[config.mk]
export PLATFORM = sky130hd
export DESIGN_NAME = decode_stage
export DESIGN_NICKNAME = d
export VERILOG_FILES = /design/src/common/decode_pkg.sv /design/src/decode_stage.sv /design/src/decode_reg.sv /design/src/decoder/opcode_decoder.sv /design/src/decoder/priv_decoder.sv /design/src/decoder/imm_gen.sv
export SDC_FILE = /design/constraint.sdc
export NUM_CORES = 1
export LEC_CHECK = 0
export BUFFER_PORTS_ARGS = -buffer_cell sky130_fd_sc_hd__buf_2
export CORE_AREA = 2 2 148 150
export DETAILED_ROUTE_END_ITERATION = 10
export DIE_AREA = 0 0 150 152
export PLACE_DENSITY = 0.8
export SETUP_SLACK_MARGIN = 0.4
export SYNTH_ARGS = -nofsm -noshare
export SYNTH_HDL_FRONTEND = slang
export SYNTH_HIERARCHICAL = 1
export SYNTH_SLANG_ARGS = --single-unit
[constraint.sdc]
create_clock -name clk -period 5.04 [get_ports clk]
set_input_delay 1.512 -clock clk [delete_from_list [all_inputs] [get_ports clk]]
set_output_delay 1.512 -clock clk [all_outputs]
set_load 0.05 [all_outputs]
[src/common/decode_pkg.sv]
`default_nettype none

package decode_pkg;

    // Major opcodes, all with the low two bits set
    typedef enum logic [6:0] {
        OPCODE_LOAD      = 7'b0000011,
        OPCODE_MISC_MEM  = 7'b0001111,
        OPCODE_OP_IMM    = 7'b0010011,
        OPCODE_AUIPC     = 7'b0010111,
        OPCODE_OP_IMM_32 = 7'b0011011,
        OPCODE_STORE     = 7'b0100011,
        OPCODE_OP        = 7'b0110011,
        OPCODE_LUI       = 7'b0110111,
        OPCODE_OP_32     = 7'b0111011,
        OPCODE_BRANCH    = 7'b1100011,
        OPCODE_JALR      = 7'b1100111,
        OPCODE_JAL       = 7'b1101111,
        OPCODE_SYSTEM    = 7'b1110011
    } opcode_e;

    typedef enum logic [1:0] {
        ALU,
        BRANCH,
        MEM,
        SYSTEM
    } op_type_e;

    typedef enum logic [2:0] {
        ADD,
        SUB,
        SCC,
        L_XOR,
        L_OR,
        L_AND,
        SHIFT
    } alu_op_e;

    typedef enum logic [2:0] {
        CC_FALSE,
        CC_TRUE,
        CC_EQ,
        CC_NE,
        CC_LT,
        CC_GE,
        CC_LTU,
        CC_GEU
    } cond_e;

    typedef enum logic {
        MEM_LOAD,
        MEM_STORE
    } mem_op_e;

    typedef enum logic [1:0] {
        FENCE_I,
        ERET,
        WFI,
        SFENCE_VMA
    } sys_op_e;

    typedef enum logic [1:0] {
        PRV_U = 2'd0,
        PRV_S = 2'd1,
        PRV_M = 2'd3
    } prv_e;

    typedef enum logic [2:0] {
        IMM_I,
        IMM_U,
        IMM_S,
        IMM_B,
        IMM_J,
        IMM_ZERO
    } imm_fmt_e;

    // Trap controls from mstatus
    typedef struct packed {
        logic tsr;
        logic tw;
        logic tvm;
    } status_t;

    typedef struct packed {
        logic        valid;
        logic        interrupt;
        logic [3:0]  cause;
        logic [63:0] tval;
    } exception_t;

    typedef struct packed {
        logic [63:0] pc;
        logic [31:0] instr;
        exception_t  exception;
    } fetched_instr_t;

    typedef struct packed {
        logic       is_sys;
        sys_op_e    sys_op;
        logic       exc_valid;
        logic [3:0] cause;
        logic       tval_zero;
        logic       uses_rs;
    } priv_decode_t;

    typedef struct packed {
        logic [63:0] pc;
        op_type_e    op_type;
        alu_op_e     alu_op;
        logic        shift_left;
        logic        shift_arith;
        cond_e       condition;
        logic        is_32;
        logic        use_pc;
        logic        use_imm;
        logic        adder_use_imm;
        mem_op_e     mem_op;
        logic [1:0]  mem_size;
        logic        mem_zeroext;
        sys_op_e     sys_op;
        logic [4:0]  rs1;
        logic [4:0]  rs2;
        logic [4:0]  rd;
        logic [31:0] immediate;
        exception_t  exception;
    } decoded_instr_t;

    localparam logic [3:0] CAUSE_ILLEGAL    = 4'd2;
    localparam logic [3:0] CAUSE_BREAKPOINT = 4'd3;
    // ECALL from U, S or M adds the privilege level
    localparam logic [3:0] CAUSE_ECALL_BASE = 4'd8;

endpackage

`default_nettype wire
[src/decode_stage.sv]
`timescale 1ns/10ps
`default_nettype none

module decode_stage import decode_pkg::*; #(
    parameter int XLEN = 64
) (
    input  logic           clk,
    input  logic           rst,
    input  logic           in_valid,
    input  fetched_instr_t fetched,
    input  prv_e           prv,
    input  status_t        status,
    output logic           out_valid,
    output decoded_instr_t decoded
);

    // Combinational decode result ahead of the register
    decoded_instr_t decoded_comb;

    opcode_decoder #(
        .XLEN (XLEN)
    ) i_opcode_decoder (
        .fetched (fetched),
        .prv     (prv),
        .status  (status),
        .decoded (decoded_comb)
    );

    decode_reg i_decode_reg (
        .clk       (clk),
        .rst       (rst),
        .in_valid  (in_valid),
        .d         (decoded_comb),
        .out_valid (out_valid),
        .q         (decoded)
    );

endmodule

`default_nettype wire

[src/decode_reg.sv]
`timescale 1ns/10ps
`default_nettype none

module decode_reg import decode_pkg::*; (
    input  logic           clk,
    input  logic           rst,
    input  logic           in_valid,
    input  decoded_instr_t d,
    output logic           out_valid,
    output decoded_instr_t q
);

    always_ff @(posedge clk) begin
        if (rst) begin
            out_valid <= 1'b0;
        end else begin
            out_valid <= in_valid;
        end
    end

    // Payload holds its last value between strobes
    always_ff @(posedge clk) begin
        if (in_valid) begin
            q <= d;
        end
    end

endmodule

`default_nettype wire

[src/decoder/opcode_decoder.sv]
`timescale 1ns/10ps
`default_nettype none

module opcode_decoder import decode_pkg::*; #(
    parameter int XLEN = 64
) (
    input  fetched_instr_t fetched,
    input  prv_e           prv,
    input  status_t        status,
    output decoded_instr_t decoded
);

    logic [31:0]    instr;
    logic [6:0]     funct7;
    logic [4:0]     rs2;
    logic [4:0]     rs1;
    logic [2:0]     funct3;
    logic [4:0]     rd;
    logic [6:0]     opcode;
    logic           exc_raise;
    imm_fmt_e       imm_fmt;
    logic [31:0]    imm;
    priv_decode_t   priv;
    decoded_instr_t base;

    assign instr  = fetched.instr;
    assign funct7 = instr[31:25];
    assign rs2    = instr[24:20];
    assign rs1    = instr[19:15];
    assign funct3 = instr[14:12];
    assign rd     = instr[11:7];
    assign opcode = instr[6:0];

    priv_decoder i_priv_decoder (
        .sys_bits (instr[31:20]),
        .funct3   (funct3),
        .rs1      (rs1),
        .prv      (prv),
        .status   (status),
        .result   (priv)
    );

    imm_gen i_imm_gen (
        .instr (instr),
        .fmt   (imm_fmt),
        .imm   (imm)
    );

    always_comb begin
        base = '0;
        base.pc = fetched.pc;
        base.adder_use_imm = 1'b1;
        base.exception.cause = CAUSE_ILLEGAL;
        base.exception.tval = {32'b0, instr};
        imm_fmt = IMM_ZERO;
        exc_raise = 1'b0;

        case (opcode)
            OPCODE_LOAD: begin
                base.op_type = MEM;
                base.rs1 = rs1;
                base.rd = rd;
                base.use_imm = 1'b1;
                base.mem_op = MEM_LOAD;
                base.mem_size = funct3[1:0];
                base.mem_zeroext = funct3[2];
                imm_fmt = IMM_I;
                if (XLEN == 32 && (funct3[1:0] == 2'b11 || funct3 == 3'b110)) exc_raise = 1'b1;
                if (XLEN == 64 && funct3 == 3'b111) exc_raise = 1'b1;
            end
            OPCODE_STORE: begin
                base.op_type = MEM;
                base.rs1 = rs1;
                base.rs2 = rs2;
                base.use_imm = 1'b1;
                base.mem_op = MEM_STORE;
                base.mem_size = funct3[1:0];
                imm_fmt = IMM_S;
                if (funct3[2]) exc_raise = 1'b1;
                if (XLEN == 32 && funct3[1:0] == 2'b11) exc_raise = 1'b1;
            end
            OPCODE_MISC_MEM: begin
                // FENCE falls through as a no-op
                if (funct3 == 3'b001) begin
                    base.op_type = SYSTEM;
                    base.sys_op = FENCE_I;
                end else if (funct3 != 3'b000) begin
                    exc_raise = 1'b1;
                end
            end
            OPCODE_OP_IMM, OPCODE_OP_IMM_32: begin
                base.rs1 = rs1;
                base.rd = rd;
                base.use_imm = 1'b1;
                base.is_32 = opcode[3];
                imm_fmt = IMM_I;
                if (base.is_32 && XLEN == 32) exc_raise = 1'b1;
                if (base.is_32 && !(funct3 inside {3'b000, 3'b001, 3'b101})) exc_raise = 1'b1;
                case (funct3)
                    3'b000: base.alu_op = ADD;
                    3'b010: begin
                        base.alu_op = SCC;
                        base.condition = CC_LT;
                    end
                    3'b011: begin
                        base.alu_op = SCC;
                        base.condition = CC_LTU;
                    end
                    3'b100: base.alu_op = L_XOR;
                    3'b110: base.alu_op = L_OR;
                    3'b111: base.alu_op = L_AND;
                    default: begin
                        base.alu_op = SHIFT;
                        base.shift_left = !funct3[2];
                        base.shift_arith = funct3[2] & funct7[5];
                        if (!(funct7[6:1] == 6'b0 || (funct3[2] && funct7[6:1] == 6'b010000)))
                            exc_raise = 1'b1;
                        // shamt[5] only exists for full-width shifts on RV64
                        if ((XLEN == 32 || base.is_32) && funct7[0]) exc_raise = 1'b1;
                    end
                endcase
            end
            OPCODE_OP, OPCODE_OP_32: begin
                base.rs1 = rs1;
                base.rs2 = rs2;
                base.rd = rd;
                base.adder_use_imm = 1'b0;
                base.is_32 = opcode[3];
                if (base.is_32 && XLEN == 32) exc_raise = 1'b1;
                if (base.is_32 && !(funct3 inside {3'b000, 3'b001, 3'b101})) exc_raise = 1'b1;
                case ({funct7, funct3})
                    {7'b0000000, 3'b000}: base.alu_op = ADD;
                    {7'b0100000, 3'b000}: base.alu_op = SUB;
                    {7'b0000000, 3'b010}: begin
                        base.alu_op = SCC;
                        base.condition = CC_LT;
                    end
                    {7'b0000000, 3'b011}: begin
                        base.alu_op = SCC;
                        base.condition = CC_LTU;
                    end
                    {7'b0000000, 3'b100}: base.alu_op = L_XOR;
                    {7'b0000000, 3'b110}: base.alu_op = L_OR;
                    {7'b0000000, 3'b111}: base.alu_op = L_AND;
                    {7'b0000000, 3'b001}, {7'b0000000, 3'b101}, {7'b0100000, 3'b101}: begin
                        base.alu_op = SHIFT;
                        base.shift_left = !funct3[2];
                        base.shift_arith = funct7[5];
                    end
                    default: exc_raise = 1'b1;
                endcase
            end
            OPCODE_AUIPC, OPCODE_LUI: begin
                base.rd = rd;
                base.use_imm = 1'b1;
                base.use_pc = !opcode[5];
                imm_fmt = IMM_U;
            end
            OPCODE_BRANCH: begin
                base.op_type = BRANCH;
                base.rs1 = rs1;
                base.rs2 = rs2;
                base.use_pc = 1'b1;
                imm_fmt = IMM_B;
                case (funct3)
                    3'b000: base.condition = CC_EQ;
                    3'b001: base.condition = CC_NE;
                    3'b100: base.condition = CC_LT;
                    3'b101: base.condition = CC_GE;
                    3'b110: base.condition = CC_LTU;
                    3'b111: base.condition = CC_GEU;
                    default: exc_raise = 1'b1;
                endcase
            end
            OPCODE_JALR: begin
                base.op_type = BRANCH;
                base.rs1 = rs1;
                base.rd = rd;
                base.use_imm = 1'b1;
                base.condition = CC_TRUE;
                imm_fmt = IMM_I;
                if (funct3 != 3'b000) exc_raise = 1'b1;
            end
            OPCODE_JAL: begin
                base.op_type = BRANCH;
                base.rd = rd;
                base.use_pc = 1'b1;
                base.condition = CC_TRUE;
                imm_fmt = IMM_J;
            end
            OPCODE_SYSTEM: begin
                base.op_type = priv.is_sys ? SYSTEM : ALU;
                base.sys_op = priv.sys_op;
                if (priv.uses_rs) begin
                    base.rs1 = rs1;
                    base.rs2 = rs2;
                end
                base.exception.cause = priv.cause;
                if (priv.tval_zero) base.exception.tval = '0;
                exc_raise = priv.exc_valid;
            end
            // Compressed, AMO and unknown opcodes
            default: exc_raise = 1'b1;
        endcase

        base.exception.valid = exc_raise;
    end

    // Fetch faults take priority over anything found in the word
    always_comb begin
        decoded = base;
        decoded.immediate = imm;
        if (fetched.exception.valid) decoded.exception = fetched.exception;
    end

endmodule

`default_nettype wire

[src/decoder/priv_decoder.sv]
`timescale 1ns/10ps
`default_nettype none

module priv_decoder import decode_pkg::*; (
    input  logic [11:0]  sys_bits,
    input  logic [2:0]   funct3,
    input  logic [4:0]   rs1,
    input  prv_e         prv,
    input  status_t      status,
    output priv_decode_t result
);

    logic m_mode;
    logic s_mode;

    assign m_mode = prv == PRV_M;
    assign s_mode = prv == PRV_S;

    always_comb begin
        result = '0;
        result.exc_valid = 1'b1;
        result.cause = CAUSE_ILLEGAL;

        // Nonzero funct3 is CSR space, which is not decoded here
        if (funct3 == 3'b000 && (rs1 == 5'd0 || sys_bits[11:5] == 7'b0001001)) begin
            casez (sys_bits)
                12'b0000000_00000: begin
                    result.cause = CAUSE_ECALL_BASE + {2'b00, prv};
                    result.tval_zero = 1'b1;
                end
                12'b0000000_00001: begin
                    result.cause = CAUSE_BREAKPOINT;
                    result.tval_zero = 1'b1;
                end
                12'b0011000_00010: begin
                    result.is_sys = 1'b1;
                    result.sys_op = ERET;
                    result.exc_valid = !m_mode;
                end
                12'b0001000_00010: begin
                    result.is_sys = 1'b1;
                    result.sys_op = ERET;
                    result.exc_valid = !(m_mode || (s_mode && !status.tsr));
                end
                12'b0001000_00101: begin
                    result.is_sys = 1'b1;
                    result.sys_op = WFI;
                    result.exc_valid = !(m_mode || (s_mode && !status.tw));
                end
                // rs2 is the ASID operand
                12'b0001001_?????: begin
                    result.is_sys = 1'b1;
                    result.sys_op = SFENCE_VMA;
                    result.uses_rs = 1'b1;
                    result.exc_valid = !(m_mode || (s_mode && !status.tvm));
                end
                default: begin
                    result.exc_valid = 1'b1;
                end
            endcase
        end
    end

endmodule

`default_nettype wire

[src/decoder/imm_gen.sv]
`timescale 1ns/10ps
`default_nettype none

module imm_gen import decode_pkg::*; (
    input  logic [31:0] instr,
    input  imm_fmt_e    fmt,
    output logic [31:0] imm
);

    // All formats take their sign from bit 31
    always_comb begin
        case (fmt)
            IMM_I: begin
                imm = {{20{instr[31]}}, instr[31:20]};
            end
            IMM_U: begin
                imm = {instr[31:12], 12'b0};
            end
            IMM_S: begin
                imm = {{20{instr[31]}}, instr[31:25], instr[11:7]};
            end
            IMM_B: begin
                imm = {{19{instr[31]}}, instr[31], instr[7], instr[30:25], instr[11:8], 1'b0};
            end
            IMM_J: begin
                imm = {{11{instr[31]}}, instr[31], instr[19:12], instr[20], instr[30:21],
                       1'b0};
            end
            default: begin
                imm = '0;
            end
        endcase
    end

endmodule

`default_nettype wire

After elaboration in Yosys (flattened, before gate mapping)
Index checks and enable logic that the tools add are counted.
{ "classes": {"addsub": 1, "eq_ne": 41, "mux": 40, "n_bitwise": 1, "reduce_logical": 52} }
{ "ops": {"columns": ["op", "n"], "rows": [
  ["32-bit case mux with 5 select lines", 1],
  ["68-bit two-way mux", 2],
  ["10-bit by 3-bit == test with 1-bit output (second input constant)", 4],
  ["5-bit case mux with 2 select lines", 4],
  ["3-bit case mux with 6 select lines", 2],
  ["32-bit two-way mux", 1],
  ["3-bit case mux with 5 select lines", 2],
  ["7-bit by 6-bit == test with 1-bit output (second input constant)", 4],
  ["7-bit == test (second input constant)", 4],
  ["12-bit by 9-bit == test with 1-bit output (second input constant)", 2],
  ["7-bit by 5-bit == test with 1-bit output (second input constant)", 3],
  ["10-bit by 2-bit == test with 1-bit output (second input constant)", 2],
  ["10-bit by 9-bit == test with 1-bit output (second input constant)", 2],
  ["10-bit two-way mux", 2],
  ["3-bit case mux with 2 select lines", 3],
  ["2-bit OR reduction", 9],
  ["3-bit == test (second input constant)", 5],
  ["7-bit by 4-bit == test with 1-bit output (second input constant)", 2],
  ["1-bit two-way mux", 13],
  ["12-bit by 1-bit == test with 1-bit output (second input constant)", 1],
  ["12-bit by 10-bit == test with 1-bit output (second input constant)", 1],
  ["3-bit by 2-bit == test with 1-bit output (second input constant)", 4],
  ["12-bit zero test", 1],
  ["3-bit case mux with 4 select lines", 1],
  ["30 further kinds", 60]
]} }
{ "word_totals": {"register_bits": 202, "in_bits": 174, "output_inout_bits": 202} }

Longest topological paths before layout
Gate-level depths: netlist of run 1.
{ "logic_depth": {"depth_word": 9, "mapped_depth": 10} }

Modules after synthesis
The synthesis of run 1 kept the hierarchy.
{ "by_module_without_submodules": {"columns": ["mod", "instances", "cells_each", "area_per_inst_um2", "seq_area_each_um2"], "rows": [
  ["decode_reg", 1, 203, 6069.6, 6055.8],
  ["opcode_decoder", 1, 311, 2019.4, 0.0],
  ["imm_gen", 1, 74, 550.5, 0.0],
  ["priv_decoder", 1, 47, 275.3, 0.0]
]} }

Least setup slack after synthesis of run 1
No wires, ideal clock.
{ "synth_timing": {"path_type": "input to register", "start": "in fetched[85] in the netlist's numbering", "end": "reg i_decode_reg/q[69] in the netlist's numbering, data pin", "setup_ns": 0.272, "t_arrival_ns": 3.824, "t_required_ns": 4.768, "setup_slack_ns": 0.944, "stages": 8, "cell_sequence": "or4_4 -> nor4_1 -> a21oi_1 -> or4_1 -> nand4_1 -> nand3_1 -> nor4_1 -> or4b_1"} }
{ "synth_lines": {"columns": ["item", "line", "text"], "rows": [
  ["from (decl)", "decode_stage.sv:10", "input fetched_instr_t fetched,"],
  ["to (signal assigned)", "decode_reg.sv:24", "q <= d;"],
  ["to (decl)", "decode_reg.sv:10", "output decoded_instr_t q"]
]} }

==> results by group, run 1 <==
Status
  • Outcome: finished clean

Global route
  • Antenna violations before repair: 12
  • Largest net degree at the start of global routing: 110
  • Vias in the first global route: 6,173
  • Total track usage: 21.4%
  • Total global routing overflow: 0
  • First-pass GRT wire length: approximately 37,000 um

Finish
  • Non-Filler Instances: 1,243
  • Fillcell total: 1,847
  • Sequential Area: around 0.0061 mm^2
  • Multi-input logic area: 0.00210 mm^2
  • Final #Nets: 1,113
  • Design area: around 0.011 mm^2
  • Share of layout cells above drive strength 1: between 40% and 50%
  • Area growth from synthesis to layout: 25.1%

Clock network
  • CTS Buf Count: 21
  • CTS resizes: 0
  • Clk slew on worst S/H paths: 60 ps
  • Clock Path Buffers: 3
  • CTS tree: built
  • H-tree levels: 1
  • Postcts setup bufs: 0
  • Clk root buf: clkbuf_16
  • Clk sinks: 202
  • Post-CTS Hold Fix Bufs: 0

Route
  • Final wirelength: 25,700 um
  • DR WL/cell: 20.7 um
  • Via-to-Cell Ratio: 5.07
  • ANT nets after route: 0
  • Vias: 6,302
  • Iter 0 DRT Violations: a little under 400
  • Residual DRC: 0
  • DR pass1 iterations: 5

Power
  • P per Cell Area: about 380 mW/mm^2
  • Worst VDD drop: 0.000210 V
  • Leakage Power: between 4 and 5 nW

Timing
  • Final hold violations: 0
  • Finish-stage setup viols: 0
  • Period utilization: just under 80%
  • RSZ-0062 raised after global routing: false
  • Max Slew Vio Count: 0
  • Worst Tran Pin Value: 1010 ps
  • Slew HR: between 30% and 40%
  • F_max: 0.255 GHz
  • Fin Setup TNS: 0 ps
  • Final min period: 3930 ps

Synthesis
  • Top cell type's share of synthesized area: between 60% and 70%
  • Seq cells post-synth: 202
  • Synth area leaders: edfxtp_1, buf_4, and2_1
  • Synth Instances: 635
  • Synthesized net count: 809
  • Ys Warns: 6
  • Most frequent cell after synthesis: edfxtp_1
  • Synth Flop Type: edfxtp_1
  • Syn Area/Cell: 14.0 um^2
  • Asr flop ratio synth: 0%
  • Library cells used by synthesis: 64
  • Post-Syn Area: 0.00891 mm^2
  • EDFF count, synth: 201
  • Sequential element share of the synthesized area: between 60% and 70%
  • Commonest cells post-synth: edfxtp_1, buf_4, and2_1
  • Synth area leader: edfxtp_1

Worst setup path
  • Critical Path AT: between 4000 and 5000 ps
  • CP Capture Type: flop
  • CP cell instances: buf_2 > or4_4 > nor4_1 > buf_4 > a21oi_1 > or4_1 > nand4_1 > nand3_1 > nor4_1 > or4b_1
  • CP Max Fanout: 4
  • Highest cell delay on the worst timing path: ~550 ps
  • WP data required: 5270 ps
  • Critical path startpoint category: input pin
  • Top Family by Delay on Critical Path: simple AND/OR/NAND/NOR gates
  • Most used cell along the critical path: nor4_1
  • Slowest stage cell, crit path: or4_4
  • Crit path kind: input pin to flop
  • Critical path buffer and inverter count: 2

Placed design
  • Placed Area: 0.0105 mm^2
  • DPL Wire Length: 19,200 um
  • PortBufs: 375
  • DP Cell Count: 1,196
  • Gpl congestion: 0.851

Floorplanning
  • Die area: 0.0228 mm^2
  • Initial Utilization: between 40% and 50%
  • Die Y: approximately 150 um
  • Top-level port count: between 300 and 400
  • Die W: 150 um
  • Core area: about 0.021 mm^2
  • Row count: 54

Run
  • Max Cap Viol: 0

Hold path
  • HP Class: input pin to flop
[layout make-up]
class                           instances  share of cell area (%)
Sequential cell                       202                    54.3
Clock inverter                         10                   0.628
Inverter                               13                   0.482
Multi-Input combinational cell        319                    18.9
Tap cell                              280                    3.14
Clock buffer                           26                    4.88
Antenna cell                           11                   0.247
Timing Repair Buffer                  382                    17.5
[power by group]
group / internal (mW) / switching (mW) / total, mW
Combinational: 0.182 / 0.643 / 0.825
Clock: 0.812 / 0.605 / 1.42
Sequential: 1.99 / 0.0323 / 2.02
[registers in the layout, summed over array words and instances (netlist names)]
| name | count |
|---|---|
| i_decode_reg/q | 201 |
| i_decode_reg/out_valid | 1 |
[path summary, 6_finish.rpt]
path | startpoint | to | cells past startpoint
min | fetched[136] | i_decode_reg/q[171] | 1
max | fetched[85] | i_decode_reg/q[69] | 10
[cells in the final DEF (no fill, tap or decap), drive strengths merged, types with 3 or more instances in the layout]
cell type	instances
buf	381
edfxtp	201
and2	52
nor2	38
a22o	34
nand2	29
clkbuf	27
o21ai	17
nand3	16
a21oi	16
nor2b	13
inv	13
diode	11
or4bb	11
o32ai	10
clkinv	8
nor3	7
and3	7
nand2b	7
nor4	5
nand4	5
or4	5
or3b	4
mux2i	3
and4	3
o31ai	3
[per-stage QoR]
| stage | setup WS (ps) | utilization, % | power, mW | hold WS (ps) |
|---|---|---|---|---|
| floorplan | 944 | - | 2.64 | 1580 |
| global placement | 607 | 49.2 | 2.87 | 1690 |
| detailed placement | 601 | 49.2 | 2.88 | 1690 |
| CTS | 1120 | 52.1 | 4.30 | 1180 |
| global route | 995 | 52.2 | 4.41 | 1180 |
| finish | 1110 | 52.3 | 4.26 | 1200 |
[routing by layer]
metal | up-vias | GRT usage [%] | routed length (um)
li1 | 2940 | - | -
met2 | 306 | 38.0 | 13300
met5 | - | 0 | 13
met4 | 2 | 8.81 | 881
met1 | 2998 | 24.5 | 9360
met3 | 56 | 5.17 | 2160
[cell families (layout without fill, tap and decap cells)]
family                 count (synthesis)  count (layout)  share of synthesized area, %
multiplexers                           4               4                         0.463
other                                  1              12                        0.0421
buffers and inverters                114             431                          8.63
AND/OR/NAND/NOR                      213             213                          14.4
flip-flops                           202             202                          67.9
AO/OA/AOI/OAI                         99              99                          8.34
XOR/XNOR                               2               2                         0.197
No activity file was read; power rests on OpenSTA's default activity.
==> run 2, diff against run 1 <==
- ABC_AREA: unset -> 1
- CORE_AREA: 2 2 148 150 -> 2 2 144 146
- DIE_AREA: 0 0 150 152 -> 0 0 146 148
- PLACE_DENSITY: 0.8 -> 0.85
- clock period: 5.04 -> 3.8 ns (I/O delays scaled with it)
==> run 2 against run 1 <==
Against the previous run:
- synthesized area up 2.8%
- total power up 42%
- cell count up 16%
==> results by group, run 2 <==
Status
  • Outcome: finished clean

Clock network
  • CTS resizes: 0 (unchanged)
  • Postcts setup bufs: 0 (unchanged)
  • Clk root buf: clkbuf_16
  • Clk sinks: 202 (unchanged)
  • Post-CTS Hold Fix Bufs: 0 (unchanged)
  • Clock Path Buffers: 3 (unchanged)
  • CTS tree: built
  • Clk slew on worst S/H paths: 60 ps (about the same)
  • CTS Buf Count: 23 (+9.5%)
  • H-tree levels: 1 (unchanged)

Synthesis
  • Library cells used by synthesis: 33 (-48%)
  • Syn Area/Cell: 11.0 um^2 (-21%)
  • Largest family of logic cells by synthesized area: simple AND/OR/NAND/NOR gates
  • Post-Syn Area: 0.00916 mm^2 (+2.8%)
  • Post-Synth XOR/XNOR Area: 0% (-0.20 points)
  • Synth area leader: edfxtp_1
  • Most frequent cell after synthesis: edfxtp_1
  • Simple-gate share of the synthesized area: 17.9% (+3.5 points)
  • Post-synthesis compound-gate area fraction: 4.66% (-3.7 points)
  • Seq cells post-synth: 202 (unchanged)
  • Commonest cells post-synth: edfxtp_1, nand2_1, nor2_1
  • Ys Warns: 6 (unchanged)
  • Synthesized net count: 1,003 (+24%)
  • Top cell type's share of synthesized area: 65.9% (-1.8 points)
  • Synth Area in Adders: 0% (unchanged)
  • EDFF count, synth: 201 (unchanged)
  • Sequential element share of the synthesized area: 66.1% (-1.8 points)
  • Asr flop ratio synth: 0% (unchanged)
  • Synth Instances: 829 (+31%)
  • Synth area leaders: edfxtp_1, nand2_1, buf_4
  • Synth Flop Type: edfxtp_1
  • Mux contribution to synthesized area: 0% (-0.46 points)

Global route
  • Vias in the first global route: 6,806 (+10%)
  • Antenna violations before repair: 6 (-6)
  • Total global routing overflow: 0 (unchanged)
  • Largest net degree at the start of global routing: 71 (-35%)
  • Total track usage: 23.1% (+1.7 points)
  • First-pass GRT wire length: 38,200 um (+3.5%)

Worst setup path
  • Slowest stage cell, crit path: nor2_1
  • CP Capture Type: flop
  • CP cell instances: buf_2 > inv_2 > nand2_2 > nor2_4 > inv_2 > nor2_4 > nor2_1 > nand4_1 > nand3_1 > nor2_1 > nand2_1 > nand2_1 > nand2_1 > nand2_1
  • Critical Path AT: 3300 ps (-860 ps)
  • Crit path kind: input pin to flop
  • Highest cell delay on the worst timing path: 340 ps (-210 ps)
  • Most used cell along the critical path: nand2_1
  • Critical path startpoint category: input pin
  • WP data required: 4160 ps (-1110 ps)
  • CP Max Fanout: 11 (+7)

Floorplanning
  • Die area: 0.0216 mm^2 (-5.2%)
  • Initial Utilization: 45.7% (+4.0 points)
  • Die W: 146 um (-2.7%)
  • Row count: 52 (-3.7%)
  • Top-level port count: 376 (unchanged)
  • Die Y: 148 um (-2.6%)
  • Core area: 0.0200 mm^2 (-6.1%)

Finish
  • Area growth from synthesis to layout: 27.6%
  • Non-Filler Instances: 1,447 (+16%)
  • Largest regs: i_decode_reg/q: 201 flops, i_decode_reg/out_valid: 1 flops
  • Sequential Area: 0.00606 mm^2 (unchanged)
  • Largest register FFs: 201 (unchanged)
  • Multi-input logic area: 0.00207 mm^2 (-1.8%)
  • Biggest register: i_decode_reg/q
  • Commonest non-fill, non-tap cell in the layout: buf_2
  • Fillcell total: 1,672 (-9.5%)
  • Fin util: 58.3% (+6.1 points)
  • Final #Nets: 1,329 (+19%)
  • Share of layout cells above drive strength 1: 40.8% (-5.0 points)
  • Commonest non-fill, non-tap cells in the layout: buf_2, edfxtp_1, nand2_1, nor2_1, inv_1

Route
  • ANT nets after route: 0 (unchanged)
  • Final wirelength: 25,900 um (+0.83%)
  • Iter 0 DRT Violations: 422 (+8.8%)
  • DR WL/cell: 17.9 um (-13%)
  • Vias: 6,924 (+9.9%)
  • DR pass1 iterations: 5 (unchanged)
  • Via-to-Cell Ratio: 4.79 (-5.6%)
  • Residual DRC: 0 (unchanged)

Placed design
  • Place WS: 399 ps (-203 ps)
  • Gpl congestion: 0.903 (+6.2%)
  • DPL Wire Length: 19,600 um (+2.3%)
  • DP Cell Count: 1,400 (+17%)
  • PortBufs: 375 (unchanged)

Power
  • Leakage Power: 5.54 nW (+19%)
  • Worst VDD drop: 0.000367 V (+74%)
  • P per Cell Area: 519 mW/mm^2 (+36%)

Timing
  • Final min period: 2940 ps
  • Worst Tran Pin Value: 621 ps (-385 ps)
  • Period utilization: 77.3%
  • Slew HR: 58.6% (+26 points)
  • Finish-stage setup viols: 0 (unchanged)
  • Final hold violations: 0 (unchanged)
  • Max Slew Vio Count: 0 (unchanged)
  • F_max: 0.340 GHz
  • Post-layout worst setup margin: 861 ps (-253 ps)
  • RSZ-0062 raised after global routing: false
  • Fin Setup TNS: 0 ps (unchanged)
  • Final hold slack: 797 ps (-400 ps)

Hold path
  • HP Class: input pin to flop

Run
  • Max Cap Viol: 0 (unchanged)
## run 2: cell types whose count changed after synthesis, moves of 10 or more
| cell | before | now |
|---|---|---|
| and2_1 | 52 | 0 |
| o31ai_1 | 2 | 14 |
| a21oi_1 | 16 | 4 |
| inv_1 | 11 | 106 |
| nor2b_1 | 12 | 0 |
| nand3_1 | 16 | 29 |
| nor2_1 | 34 | 107 |
| o21ai_0 | 10 | 20 |
| a22o_1 | 29 | 0 |
| o32ai_1 | 10 | 0 |
| or4bb_1 | 11 | 0 |
| nand2_1 | 28 | 181 |
## run 2: cells by family (layout without fill, tap and decap cells)
group	Yosys count	after routing
flops	202	202
other cells	1	7
compound gates	60	60
simple gates	365	365
buf+inv	201	543
## run 2: where the power goes
group	internal, mW	switching [mW]	total, mW
logic	0.229	0.873	1.10
clock network	1.39	0.895	2.28
registers	2.64	0.0465	2.69
total	4.25	1.81	6.07
## run 2: final cells by class
type                    count  area share [%]
clock inverters            17            1.76
diodes                      6           0.128
well taps                 270            2.89
multi-input cells         426            17.7
flip-flops and latches    202            51.8
clock buffers              24            4.96
inverters                 117            3.80
repair buffers            385            17.0
## run 2: worst max-delay path: cells and delay by family
kind	cells	cell delay, ps
and+or+nand+nor	11	1820
buffers and inverters	3	310
## run 2: layer usage
| layer | GRT usage (%) | vias up | part of all wire (%) |
|---|---|---|---|
| met1 | 27.5 | 3180 | 37 |
| met4 | 8.25 | 0 | 2.8 |
| met3 | 4.29 | 55 | 7.4 |
| met5 | 0 | - | 0 |
| met2 | 42.1 | 360 | 53 |
| li1 | - | 3329 | - |
## run 2: worst paths after layout
check	cells after the start	end	slack (ps)	startpoint
min	2	i_decode_reg/out_valid	800	rst
max	14	i_decode_reg/q[99]	860	fetched[73]
## run 2: per-stage QoR
step / area [um^2] / total power, mW
global placement: 10900 / 3.82
detailed placement: 10900 / 3.84
global route: 11700 / 6.27
finish: 11700 / 6.07
CTS: 11700 / 6.11
floorplan: 9160 / 3.51
